`src/hdl/ramcfg_pkg.sv`:
```
////////////////////////////////////////////////////////////////////////////
// Shared sizes and fixed latencies of the configuration table subsystem
// The latencies are tied to the pipeline structure of ramcfg_access and
// ramcfg_mem and are not meant to be changed on their own
////////////////////////////////////////////////////////////////////////////

package ramcfg_pkg;

    // Default table geometry, 32 words of 32 bits
    localparam int ADDR_BITS_DFLT  = 5;
    localparam int DATA_WIDTH_DFLT = 32;

    //////////////////////////////////////////////////////////////////////////
    // Fixed pipeline latencies, in clock cycles
    //////////////////////////////////////////////////////////////////////////

    // RAM read, memre to valid memrdd
    localparam int MEM_RD_LAT   = 4;

    // CPU write strobe to RAM write enable
    localparam int WR_ISSUE_LAT = 2;

    // Granted CPU access to uprdy
    localparam int CPU_DONE_LAT = 5;

    // Parity error event counter width
    localparam int ERR_CNT_BITS = 8;

endpackage

```
`src/hdl/delay_pipe.sv`:
```
////////////////////////////////////////////////////////////////////////////
// Fixed delay line of DEPTH register stages, WIDTH bits wide
// DEPTH must be 1 or more
// All stages clear to zero on synchronous reset
////////////////////////////////////////////////////////////////////////////

`timescale 1ns/1ns

module delay_pipe
#(
    parameter int WIDTH = 1,
    parameter int DEPTH = 1
)
(
    input  logic             clk,
    input  logic             rst,
    input  logic [WIDTH-1:0] d,
    output logic [WIDTH-1:0] q
);

    logic [WIDTH-1:0] stage [DEPTH];

    always_ff @(posedge clk)
    begin
        if (rst)
        begin
            for (int i = 0; i < DEPTH; i++)
                stage[i] <= '0;
        end
        else
        begin
            stage[0] <= d;
            // Shift toward the output end
            for (int i = 1; i < DEPTH; i++)
                stage[i] <= stage[i-1];
        end
    end

    assign q = stage[DEPTH-1];

endmodule

```
`src/hdl/ramcfg_access.sv`:
```
////////////////////////////////////////////////////////////////////////////
// Engine and CPU access to the configuration table RAM
// Engine reads have priority; a CPU read waits for an engine gap or an
// engine read of upa. The CPU must hold upen, upa and updi stable from
// its strobe until uprdy, with one access outstanding at a time
// A write and a read of the same address in one cycle return updi on
// eng_rdd MEM_RD_LAT cycles later instead of the RAM data
////////////////////////////////////////////////////////////////////////////

`timescale 1ns/1ns

module ramcfg_access
    import ramcfg_pkg::*;
#(
    parameter int ADDR_BITS  = ADDR_BITS_DFLT,
    parameter int DATA_WIDTH = DATA_WIDTH_DFLT,
    parameter int PARITY_EN  = 1
)
(
    input  logic                            clk,
    input  logic                            rst,

    // Engine read port
    input  logic                            eng_re,
    input  logic [ADDR_BITS-1:0]            eng_ra,
    input  logic                            active,
    output logic [DATA_WIDTH-1:0]           eng_rdd,

    // CPU port
    input  logic                            upen,
    input  logic [ADDR_BITS-1:0]            upa,
    input  logic                            upws,
    input  logic                            uprs,
    input  logic [DATA_WIDTH-1:0]           updi,
    output logic [DATA_WIDTH-1:0]           updo,
    output logic                            uprdy,

    // Parity configuration and error pulse
    input  logic                            par_force_err,
    input  logic                            par_err_dis,
    output logic                            par_err,

    // RAM port
    output logic                            memwe,
    output logic                            memre,
    output logic [ADDR_BITS-1:0]            memwa,
    output logic [DATA_WIDTH+PARITY_EN-1:0] memwrd,
    output logic [ADDR_BITS-1:0]            memra,
    input  logic [DATA_WIDTH+PARITY_EN-1:0] memrdd
);

    logic                  eng_rd;
    logic                  up_wr;
    logic                  up_rd;
    logic                  up_wr_ok;
    logic                  up_rd_ok;
    logic                  up_rd_lat;
    logic                  rd_req;
    logic [ADDR_BITS-1:0]  rd_addr;
    logic                  wr_conflict;
    logic                  bypass_d;
    logic [DATA_WIDTH-1:0] rdd_q;

    //////////////////////////////////////////////////////////////////////////
    // Request qualification
    //////////////////////////////////////////////////////////////////////////

    assign eng_rd = eng_re & active;
    assign up_wr  = upws & upen;
    assign up_rd  = uprs & upen;

    // Write reaches the RAM two cycles after the strobe
    delay_pipe #(
        .WIDTH (1),
        .DEPTH (WR_ISSUE_LAT)
    ) u_wr_issue (
        .clk (clk),
        .rst (rst),
        .d   (up_wr),
        .q   (up_wr_ok)
    );

    // Grant on engine gap, or ride along on an engine read of upa
    assign up_rd_ok = up_rd_lat & (~eng_rd | (eng_ra == upa));

    always_ff @(posedge clk)
    begin
        if (rst)
            up_rd_lat <= 1'b0;
        else if (!upen)
            up_rd_lat <= 1'b0;
        else if (up_rd_ok)
            up_rd_lat <= 1'b0;
        else if (up_rd)
            up_rd_lat <= 1'b1;
    end

    //////////////////////////////////////////////////////////////////////////
    // RAM access and collision bypass
    //////////////////////////////////////////////////////////////////////////

    assign memwe = up_wr_ok;
    assign memwa = upa;

    assign rd_req  = eng_rd | up_rd_ok;
    assign rd_addr = eng_rd ? eng_ra : upa;

    // Write to the address being read this cycle
    assign wr_conflict = memwe & (memwa == rd_addr);

    assign memre = rd_req & ~wr_conflict;
    assign memra = rd_addr;

    // Marks which returning read takes updi instead of RAM data
    delay_pipe #(
        .WIDTH (1),
        .DEPTH (MEM_RD_LAT)
    ) u_bypass_line (
        .clk (clk),
        .rst (rst),
        .d   (rd_req & wr_conflict),
        .q   (bypass_d)
    );

    assign eng_rdd = bypass_d ? updi : memrdd[DATA_WIDTH-1:0];

    //////////////////////////////////////////////////////////////////////////
    // CPU completion
    //////////////////////////////////////////////////////////////////////////

    delay_pipe #(
        .WIDTH (1),
        .DEPTH (CPU_DONE_LAT)
    ) u_done_line (
        .clk (clk),
        .rst (rst),
        .d   (up_rd_ok | up_wr_ok),
        .q   (uprdy)
    );

    // Read data one cycle after eng_rdd, lines up with uprdy
    delay_pipe #(
        .WIDTH (DATA_WIDTH),
        .DEPTH (1)
    ) u_updo_reg (
        .clk (clk),
        .rst (rst),
        .d   (eng_rdd),
        .q   (rdd_q)
    );

    assign updo = upen ? rdd_q : '0;

    //////////////////////////////////////////////////////////////////////////
    // Parity generation and check
    //////////////////////////////////////////////////////////////////////////

    generate
        if (PARITY_EN != 0)
        begin : g_parity
            logic wr_par;
            logic re_d;
            logic par_bit_q;
            logic par_err_nxt;

            // Even parity over data and bit, optionally corrupted
            assign wr_par = (^updi) ^ par_force_err;
            assign memwrd = {wr_par, updi};

            // RAM read enable aligned with rdd_q
            delay_pipe #(
                .WIDTH (1),
                .DEPTH (MEM_RD_LAT + 1)
            ) u_re_line (
                .clk (clk),
                .rst (rst),
                .d   (memre),
                .q   (re_d)
            );

            delay_pipe #(
                .WIDTH (1),
                .DEPTH (1)
            ) u_par_bit (
                .clk (clk),
                .rst (rst),
                .d   (memrdd[DATA_WIDTH]),
                .q   (par_bit_q)
            );

            // Bypassed reads never set re_d, so only real RAM data is checked
            assign par_err_nxt = ~par_err_dis & re_d & (^{par_bit_q, rdd_q});

            delay_pipe #(
                .WIDTH (1),
                .DEPTH (1)
            ) u_par_err (
                .clk (clk),
                .rst (rst),
                .d   (par_err_nxt),
                .q   (par_err)
            );
        end
        else
        begin : g_no_parity
            assign memwrd  = updi;
            assign par_err = 1'b0;
        end
    endgenerate

endmodule

```
`src/hdl/ramcfg_alarm.sv`:
```
////////////////////////////////////////////////////////////////////////////
// Parity alarm collector
// par_alarm is sticky until alarm_clr; err_count counts par_err pulses
// and stops at all ones. alarm_clr wins over an error in the same cycle
////////////////////////////////////////////////////////////////////////////

`timescale 1ns/1ns

module ramcfg_alarm
    import ramcfg_pkg::*;
(
    input  logic                    clk,
    input  logic                    rst,
    input  logic                    par_err,
    input  logic                    alarm_clr,
    output logic                    par_alarm,
    output logic [ERR_CNT_BITS-1:0] err_count
);

    localparam logic [ERR_CNT_BITS-1:0] CNT_MAX = '1;

    logic cnt_sat;

    assign cnt_sat = (err_count == CNT_MAX);

    // Sticky flag
    always_ff @(posedge clk)
    begin
        if (rst)
            par_alarm <= 1'b0;
        else if (alarm_clr)
            par_alarm <= 1'b0;
        else if (par_err)
            par_alarm <= 1'b1;
    end

    // Saturating event counter
    always_ff @(posedge clk)
    begin
        if (rst)
        begin
            err_count <= '0;
        end
        else if (alarm_clr)
        begin
            err_count <= '0;
        end
        else if (par_err && !cnt_sat)
        begin
            err_count <= err_count + 1'b1;
        end
    end

endmodule

```
`src/hdl/ramcfg_mem.sv`:
```
////////////////////////////////////////////////////////////////////////////
// Table RAM model, one write port and one read port
// Read data appears MEM_RD_LAT cycles after memre and holds until the
// next read; a read and a write of the same address in one cycle must
// not happen, the access block suppresses such reads
// Contents are undefined after power up
////////////////////////////////////////////////////////////////////////////

`timescale 1ns/1ns

module ramcfg_mem
    import ramcfg_pkg::*;
#(
    parameter int ADDR_BITS  = ADDR_BITS_DFLT,
    parameter int DATA_WIDTH = DATA_WIDTH_DFLT,
    parameter int PARITY_EN  = 1
)
(
    input  logic                            clk,
    input  logic                            memwe,
    input  logic [ADDR_BITS-1:0]            memwa,
    input  logic [DATA_WIDTH+PARITY_EN-1:0] memwrd,
    input  logic                            memre,
    input  logic [ADDR_BITS-1:0]            memra,
    output logic [DATA_WIDTH+PARITY_EN-1:0] memrdd
);

    localparam int MEM_WIDTH = DATA_WIDTH + PARITY_EN;
    localparam int NUM_WORDS = 1 << ADDR_BITS;

    logic [MEM_WIDTH-1:0] mem_array [NUM_WORDS];
    logic [MEM_WIDTH-1:0] rd_word;

    // Write port
    always_ff @(posedge clk)
    begin
        if (memwe)
            mem_array[memwa] <= memwrd;
    end

    // Array read, first latency stage
    always_ff @(posedge clk)
    begin
        if (memre)
            rd_word <= mem_array[memra];
    end

    // Remaining output stages
    delay_pipe #(
        .WIDTH (MEM_WIDTH),
        .DEPTH (MEM_RD_LAT - 1)
    ) u_rd_pipe (
        .clk (clk),
        .rst (1'b0),
        .d   (rd_word),
        .q   (memrdd)
    );

endmodule

```
`src/hdl/ramcfg_top.sv`:
```
////////////////////////////////////////////////////////////////////////////
// Configuration table subsystem top level
// Engine read data is valid MEM_RD_LAT cycles after eng_re with active
// CPU accesses end with a one-cycle uprdy pulse
// PARITY_EN adds one parity bit per RAM word and enables the alarm path
////////////////////////////////////////////////////////////////////////////

`timescale 1ns/1ns

module ramcfg_top
    import ramcfg_pkg::*;
#(
    parameter int ADDR_BITS  = ADDR_BITS_DFLT,
    parameter int DATA_WIDTH = DATA_WIDTH_DFLT,
    parameter int PARITY_EN  = 1
)
(
    input  logic                    clk,
    input  logic                    rst,

    // Engine
    input  logic                    eng_re,
    input  logic [ADDR_BITS-1:0]    eng_ra,
    input  logic                    active,
    output logic [DATA_WIDTH-1:0]   eng_rdd,

    // CPU
    input  logic                    upen,
    input  logic [ADDR_BITS-1:0]    upa,
    input  logic                    upws,
    input  logic                    uprs,
    input  logic [DATA_WIDTH-1:0]   updi,
    output logic [DATA_WIDTH-1:0]   updo,
    output logic                    uprdy,

    // Static configuration
    input  logic                    par_force_err,
    input  logic                    par_err_dis,

    // Alarm
    input  logic                    alarm_clr,
    output logic                    par_alarm,
    output logic [ERR_CNT_BITS-1:0] err_count
);

    localparam int MEM_WIDTH = DATA_WIDTH + PARITY_EN;

    logic                 memwe;
    logic                 memre;
    logic [ADDR_BITS-1:0] memwa;
    logic [ADDR_BITS-1:0] memra;
    logic [MEM_WIDTH-1:0] memwrd;
    logic [MEM_WIDTH-1:0] memrdd;
    logic                 par_err;

    ramcfg_access #(
        .ADDR_BITS  (ADDR_BITS),
        .DATA_WIDTH (DATA_WIDTH),
        .PARITY_EN  (PARITY_EN)
    ) u_access (
        .clk           (clk),
        .rst           (rst),
        .eng_re        (eng_re),
        .eng_ra        (eng_ra),
        .active        (active),
        .eng_rdd       (eng_rdd),
        .upen          (upen),
        .upa           (upa),
        .upws          (upws),
        .uprs          (uprs),
        .updi          (updi),
        .updo          (updo),
        .uprdy         (uprdy),
        .par_force_err (par_force_err),
        .par_err_dis   (par_err_dis),
        .par_err       (par_err),
        .memwe         (memwe),
        .memre         (memre),
        .memwa         (memwa),
        .memwrd        (memwrd),
        .memra         (memra),
        .memrdd        (memrdd)
    );

    ramcfg_mem #(
        .ADDR_BITS  (ADDR_BITS),
        .DATA_WIDTH (DATA_WIDTH),
        .PARITY_EN  (PARITY_EN)
    ) u_mem (
        .clk    (clk),
        .memwe  (memwe),
        .memwa  (memwa),
        .memwrd (memwrd),
        .memre  (memre),
        .memra  (memra),
        .memrdd (memrdd)
    );

    ramcfg_alarm u_alarm (
        .clk       (clk),
        .rst       (rst),
        .par_err   (par_err),
        .alarm_clr (alarm_clr),
        .par_alarm (par_alarm),
        .err_count (err_count)
    );

endmodule

```
`config.mk`:
```
export PLATFORM = sky130hd
export DESIGN_NAME = ramcfg_top
export DESIGN_NICKNAME = d
export VERILOG_FILES = /design/src/hdl/ramcfg_pkg.sv /design/src/hdl/delay_pipe.sv /design/src/hdl/ramcfg_access.sv /design/src/hdl/ramcfg_alarm.sv /design/src/hdl/ramcfg_mem.sv /design/src/hdl/ramcfg_top.sv
export SDC_FILE = /design/constraint.sdc
export NUM_CORES = 1
export LEC_CHECK = 0
export ABC_AREA = 1
export BUFFER_PORTS_ARGS = -buffer_cell sky130_fd_sc_hd__buf_4
export CORE_AREA = 2 2 302 304
export CTS_BUF_LIST = sky130_fd_sc_hd__clkbuf_4 sky130_fd_sc_hd__clkbuf_8 sky130_fd_sc_hd__clkbuf_16
export DETAILED_ROUTE_END_ITERATION = 7
export DIE_AREA = 0 0 304 306
export PLACE_DENSITY_LB_ADDON = 0.2
export SYNTH_ARGS = -nofsm -noshare
export SYNTH_HDL_FRONTEND = slang
export SYNTH_SLANG_ARGS = --single-unit
```
`constraint.sdc`:
```
create_clock -name clk -period 4.26 [get_ports clk]
set_input_delay 0.639 -clock clk [delete_from_list [all_inputs] [get_ports clk]]
set_output_delay 0.639 -clock clk [all_outputs]
set_load 0.01 [all_outputs]
```
==> results by group <==
Clock tree
  • Clk sink count: 1248
  • Htree depth: 3
  • Root Buffer: clkbuf_16
  • Post-cts hold buffer count: 0
  • TritonCTS Buffers: around 120
  • Post-CTS Setup Bufs: 0
  • Resized Gates After CTS: 0
  • CTS tree: built
  • Clk buf depth: 3
  • Clk_lat worst skew: a little over 700 ps
  • CTS clk-pin slew, worst paths: 60 ps

Pwr
  • Maximum vdd drop: around 0.4 mV
  • PwrDens: 480 mW/mm2
  • Pleak: 20.0 nW

Drt
  • Vias: between 30k and 40k
  • Post-route antenna net violation count: 0
  • Avg WL per Cell: ~24 um
  • Total wire length: approximately 130000 um
  • Vias per inst: slightly below 6
  • Iter 0 DRT Violations: about 3.9k
  • DRC Markers: 0
  • Pre-antenna DRT Iters: 5

Critical path
  • Worst path arrival time: 2460 ps
  • CP endpoint kind: output pin
  • CP Data Required Time: between 3000 and 4000 ps
  • Crit path launch type: flip-flop
  • R2R cell count: 3
  • Critical Setup Path Class: reg -> out
  • Worst Path Max Fanout: 17

Worst hold path
  • Worst min-delay path category: in -> reg
  • Hold Crit Depth: 3

Place
  • Post-DP HPWL: 69400 um
  • I/O Buffers: approximately 130
  • Routability Congestion: 0.807
  • Placed cell area: between 0.05 and 0.06 mm2

Synth
  • Yosys warnings: 0
  • Post-synthesis register bit count: approximately 1.2k
  • Asr flop ratio synth: 0%
  • Synthesized area per cell: 12.4 um2
  • Unique cell type count in the Yosys netlist: 33
  • Seq/Total Area, Yosys: 73.1%
  • Synthesized instance count: 3960
  • Mapped cell area: around 0.05 mm2
  • Post-synth EDFFs: 1089
  • Synth Flop Type: edfxtp_1
  • Syn_nets: 4013

Floorplan
  • Die area: 0.0930 mm2
  • Die X: roughly 300 um
  • Die Ht: 306 um
  • # rows: 110
  • Initial Util: a little over half
  • Core ar.: 0.0896 mm2
  • IO Pins: roughly 130

Timing
  • Slew @ Worst Pin: just over 1000 ps
  • Max Fclk: 322 MHz
  • Pins Over Slew Limit: 0
  • Final Hold Viols: 0
  • Final Setup Violations: 0
  • Worst hold slack: about 150 ps
  • Relative slew slack: about a third
  • Period utilization: between 70 and 80%
  • Setup TNS: 0 ps
  • Worst Skew: approximately 44 ps
  • RSZ-0062 raised after global routing: no
  • Crit path time final: between 3000 and 4000 ps

Run
  • Max Cap Violations: 0

Finish
  • Fin area: around 0.056 mm2
  • # nets final: just over 4k
  • Area Overhead vs Synth: 13.2%
  • Layout cells sized above 1: 11.7%

Global route
  • Overall global routing resource usage: between 20% and 30%
  • Vias in the first global route: around 29k
  • First-pass GRT wire length: around 190000 um
  • Largest net degree at the start of global routing: about 200
  • Congestion Overflow GR: 0
  • Initial antenna violation count: 7

Outcome
  • Outcome: complete, no violations
## report_power, final
group | internal (mW) | total (mW) | switching [mW]
clock | 6.43 | 10.9 | 4.49
combinational | 0.630 | 2.14 | 1.51
sequential | 13.5 | 13.6 | 0.100
total | 20.6 | 26.7 | 6.10
## critical path: stages, from the launching register on
cell and delay [ps]:
dfxtp_2 320, inv_1 720, buf_4 340, nand2_1 150
nand2_1 90, buf_4 120
## kinds of logic after synthesis
logic type	after synthesis	share of synthesized area, %
buf+inv	613	5.63
flops	1248	73.1
compound gates	1106	12.7
fa+ha+maj	1	0.0255
simple gates	938	7.65
xor+xnor	54	0.963
## cell type report
class | count | area (um2)
Clock buffer | 186 | 3640
Fill cell | 6761 | 34000
Clock inverter | 38 | 485
Multi-Input combinational cell | 2099 | 10700
Tap cell | 1176 | 1470
Antenna cell | 1 | 2.50
Sequential cell | 1248 | 35900
Timing Repair Buffer | 214 | 1960
Inverter | 366 | 1390
## per-stage QoR
step | util (%) | power (mW) | std cells | worst slack [ps]
after global routing | 62.0 | 27.5 | 5327 | 1090
after CTS | 62.0 | 26.8 | 5327 | 1110
final | 62.0 | 26.7 | 5328 | 1160
after detailed placement | 57.4 | 16.0 | 5103 | 868
after floorplan | - | 15.2 | 3960 | 791
after global placement | 57.4 | 16.0 | 5103 | 907
## sequential cells by signal, summed over array words and instances, names as in the netlist, 2 cells and up
name,cells
u_mem.u_rd_pipe.stage,99
u_access.g_parity.u_re_line.stage,5
u_mem.mem_array,1056
u_mem.rd_word,33
u_access.u_updo_reg.stage,32
u_access.u_bypass_line.stage,4
u_access.u_done_line.stage,5
u_alarm.err_count,8
u_access.u_wr_issue.stage,2
## cells in the mapped netlist (2+ instances only)
cell type  instances  area, um2
buf_1             11       41.3
clkbuf_2           4       20.0
xor2_1            24        210
xnor2_1           30        263
inv_1            363       1360
buf_6             34        383
clkbuf_1          58        218
buf_4             11       82.6
nand4_1            2       12.5
inv_2              3       11.3
a21oi_1          305       1530
dfxtp_1          159       3180
nand2_1          438       1640
nor2_1           332       1250
o21ai_1          197        986
or2_2              2       12.5
o211ai_1         264       1980
nand3_1          156        781
buf_2            129        646
o21ai_0          337       1690
edfxtp_1        1089      32700
## cell usage in the layout, fill, tap and decap left out, drive strengths merged
cell type and n:
buf 214, and2 1, bufinv 9, nor3 2, dfxtp 159, nand4 2, or2 2, o211ai 264
o21ai 536, ha 1, xnor2 30, nand2b 1, diode 1, a21oi 305, nor2 332, xor2 24
inv 369, o21a 1, nand3 156, clkbuf 186, clkinvlp 4, nand2 440, nand3b 1, clkinv 22
nor4 1, edfxtp 1089
## routing by layer
layer	up-vias	track usage [%]	routed length [um]
met5	-	0	23
met3	210	4.53	11700
met2	1364	44.1	60800
met4	4	7.81	3170
met1	15168	39.2	53600
li1	14307	-	-
## path summary, 6_finish.rpt
kind / start / end / slack (ps)
hold reg to reg: u_mem.u_rd_pipe.stage[0][5] / u_mem.u_rd_pipe.stage[0][38] / 310
setup reg to reg: u_access.u_wr_issue.stage[0][1] / u_mem.mem_array[23][30] / 1450
setup / recovery: u_access.u_bypass_line.stage[3] / eng_rdd[9] / 1160
hold / removal: upws / u_access.u_wr_issue.stage[0][0] / 150
No activity file was read; power rests on OpenSTA's default activity.
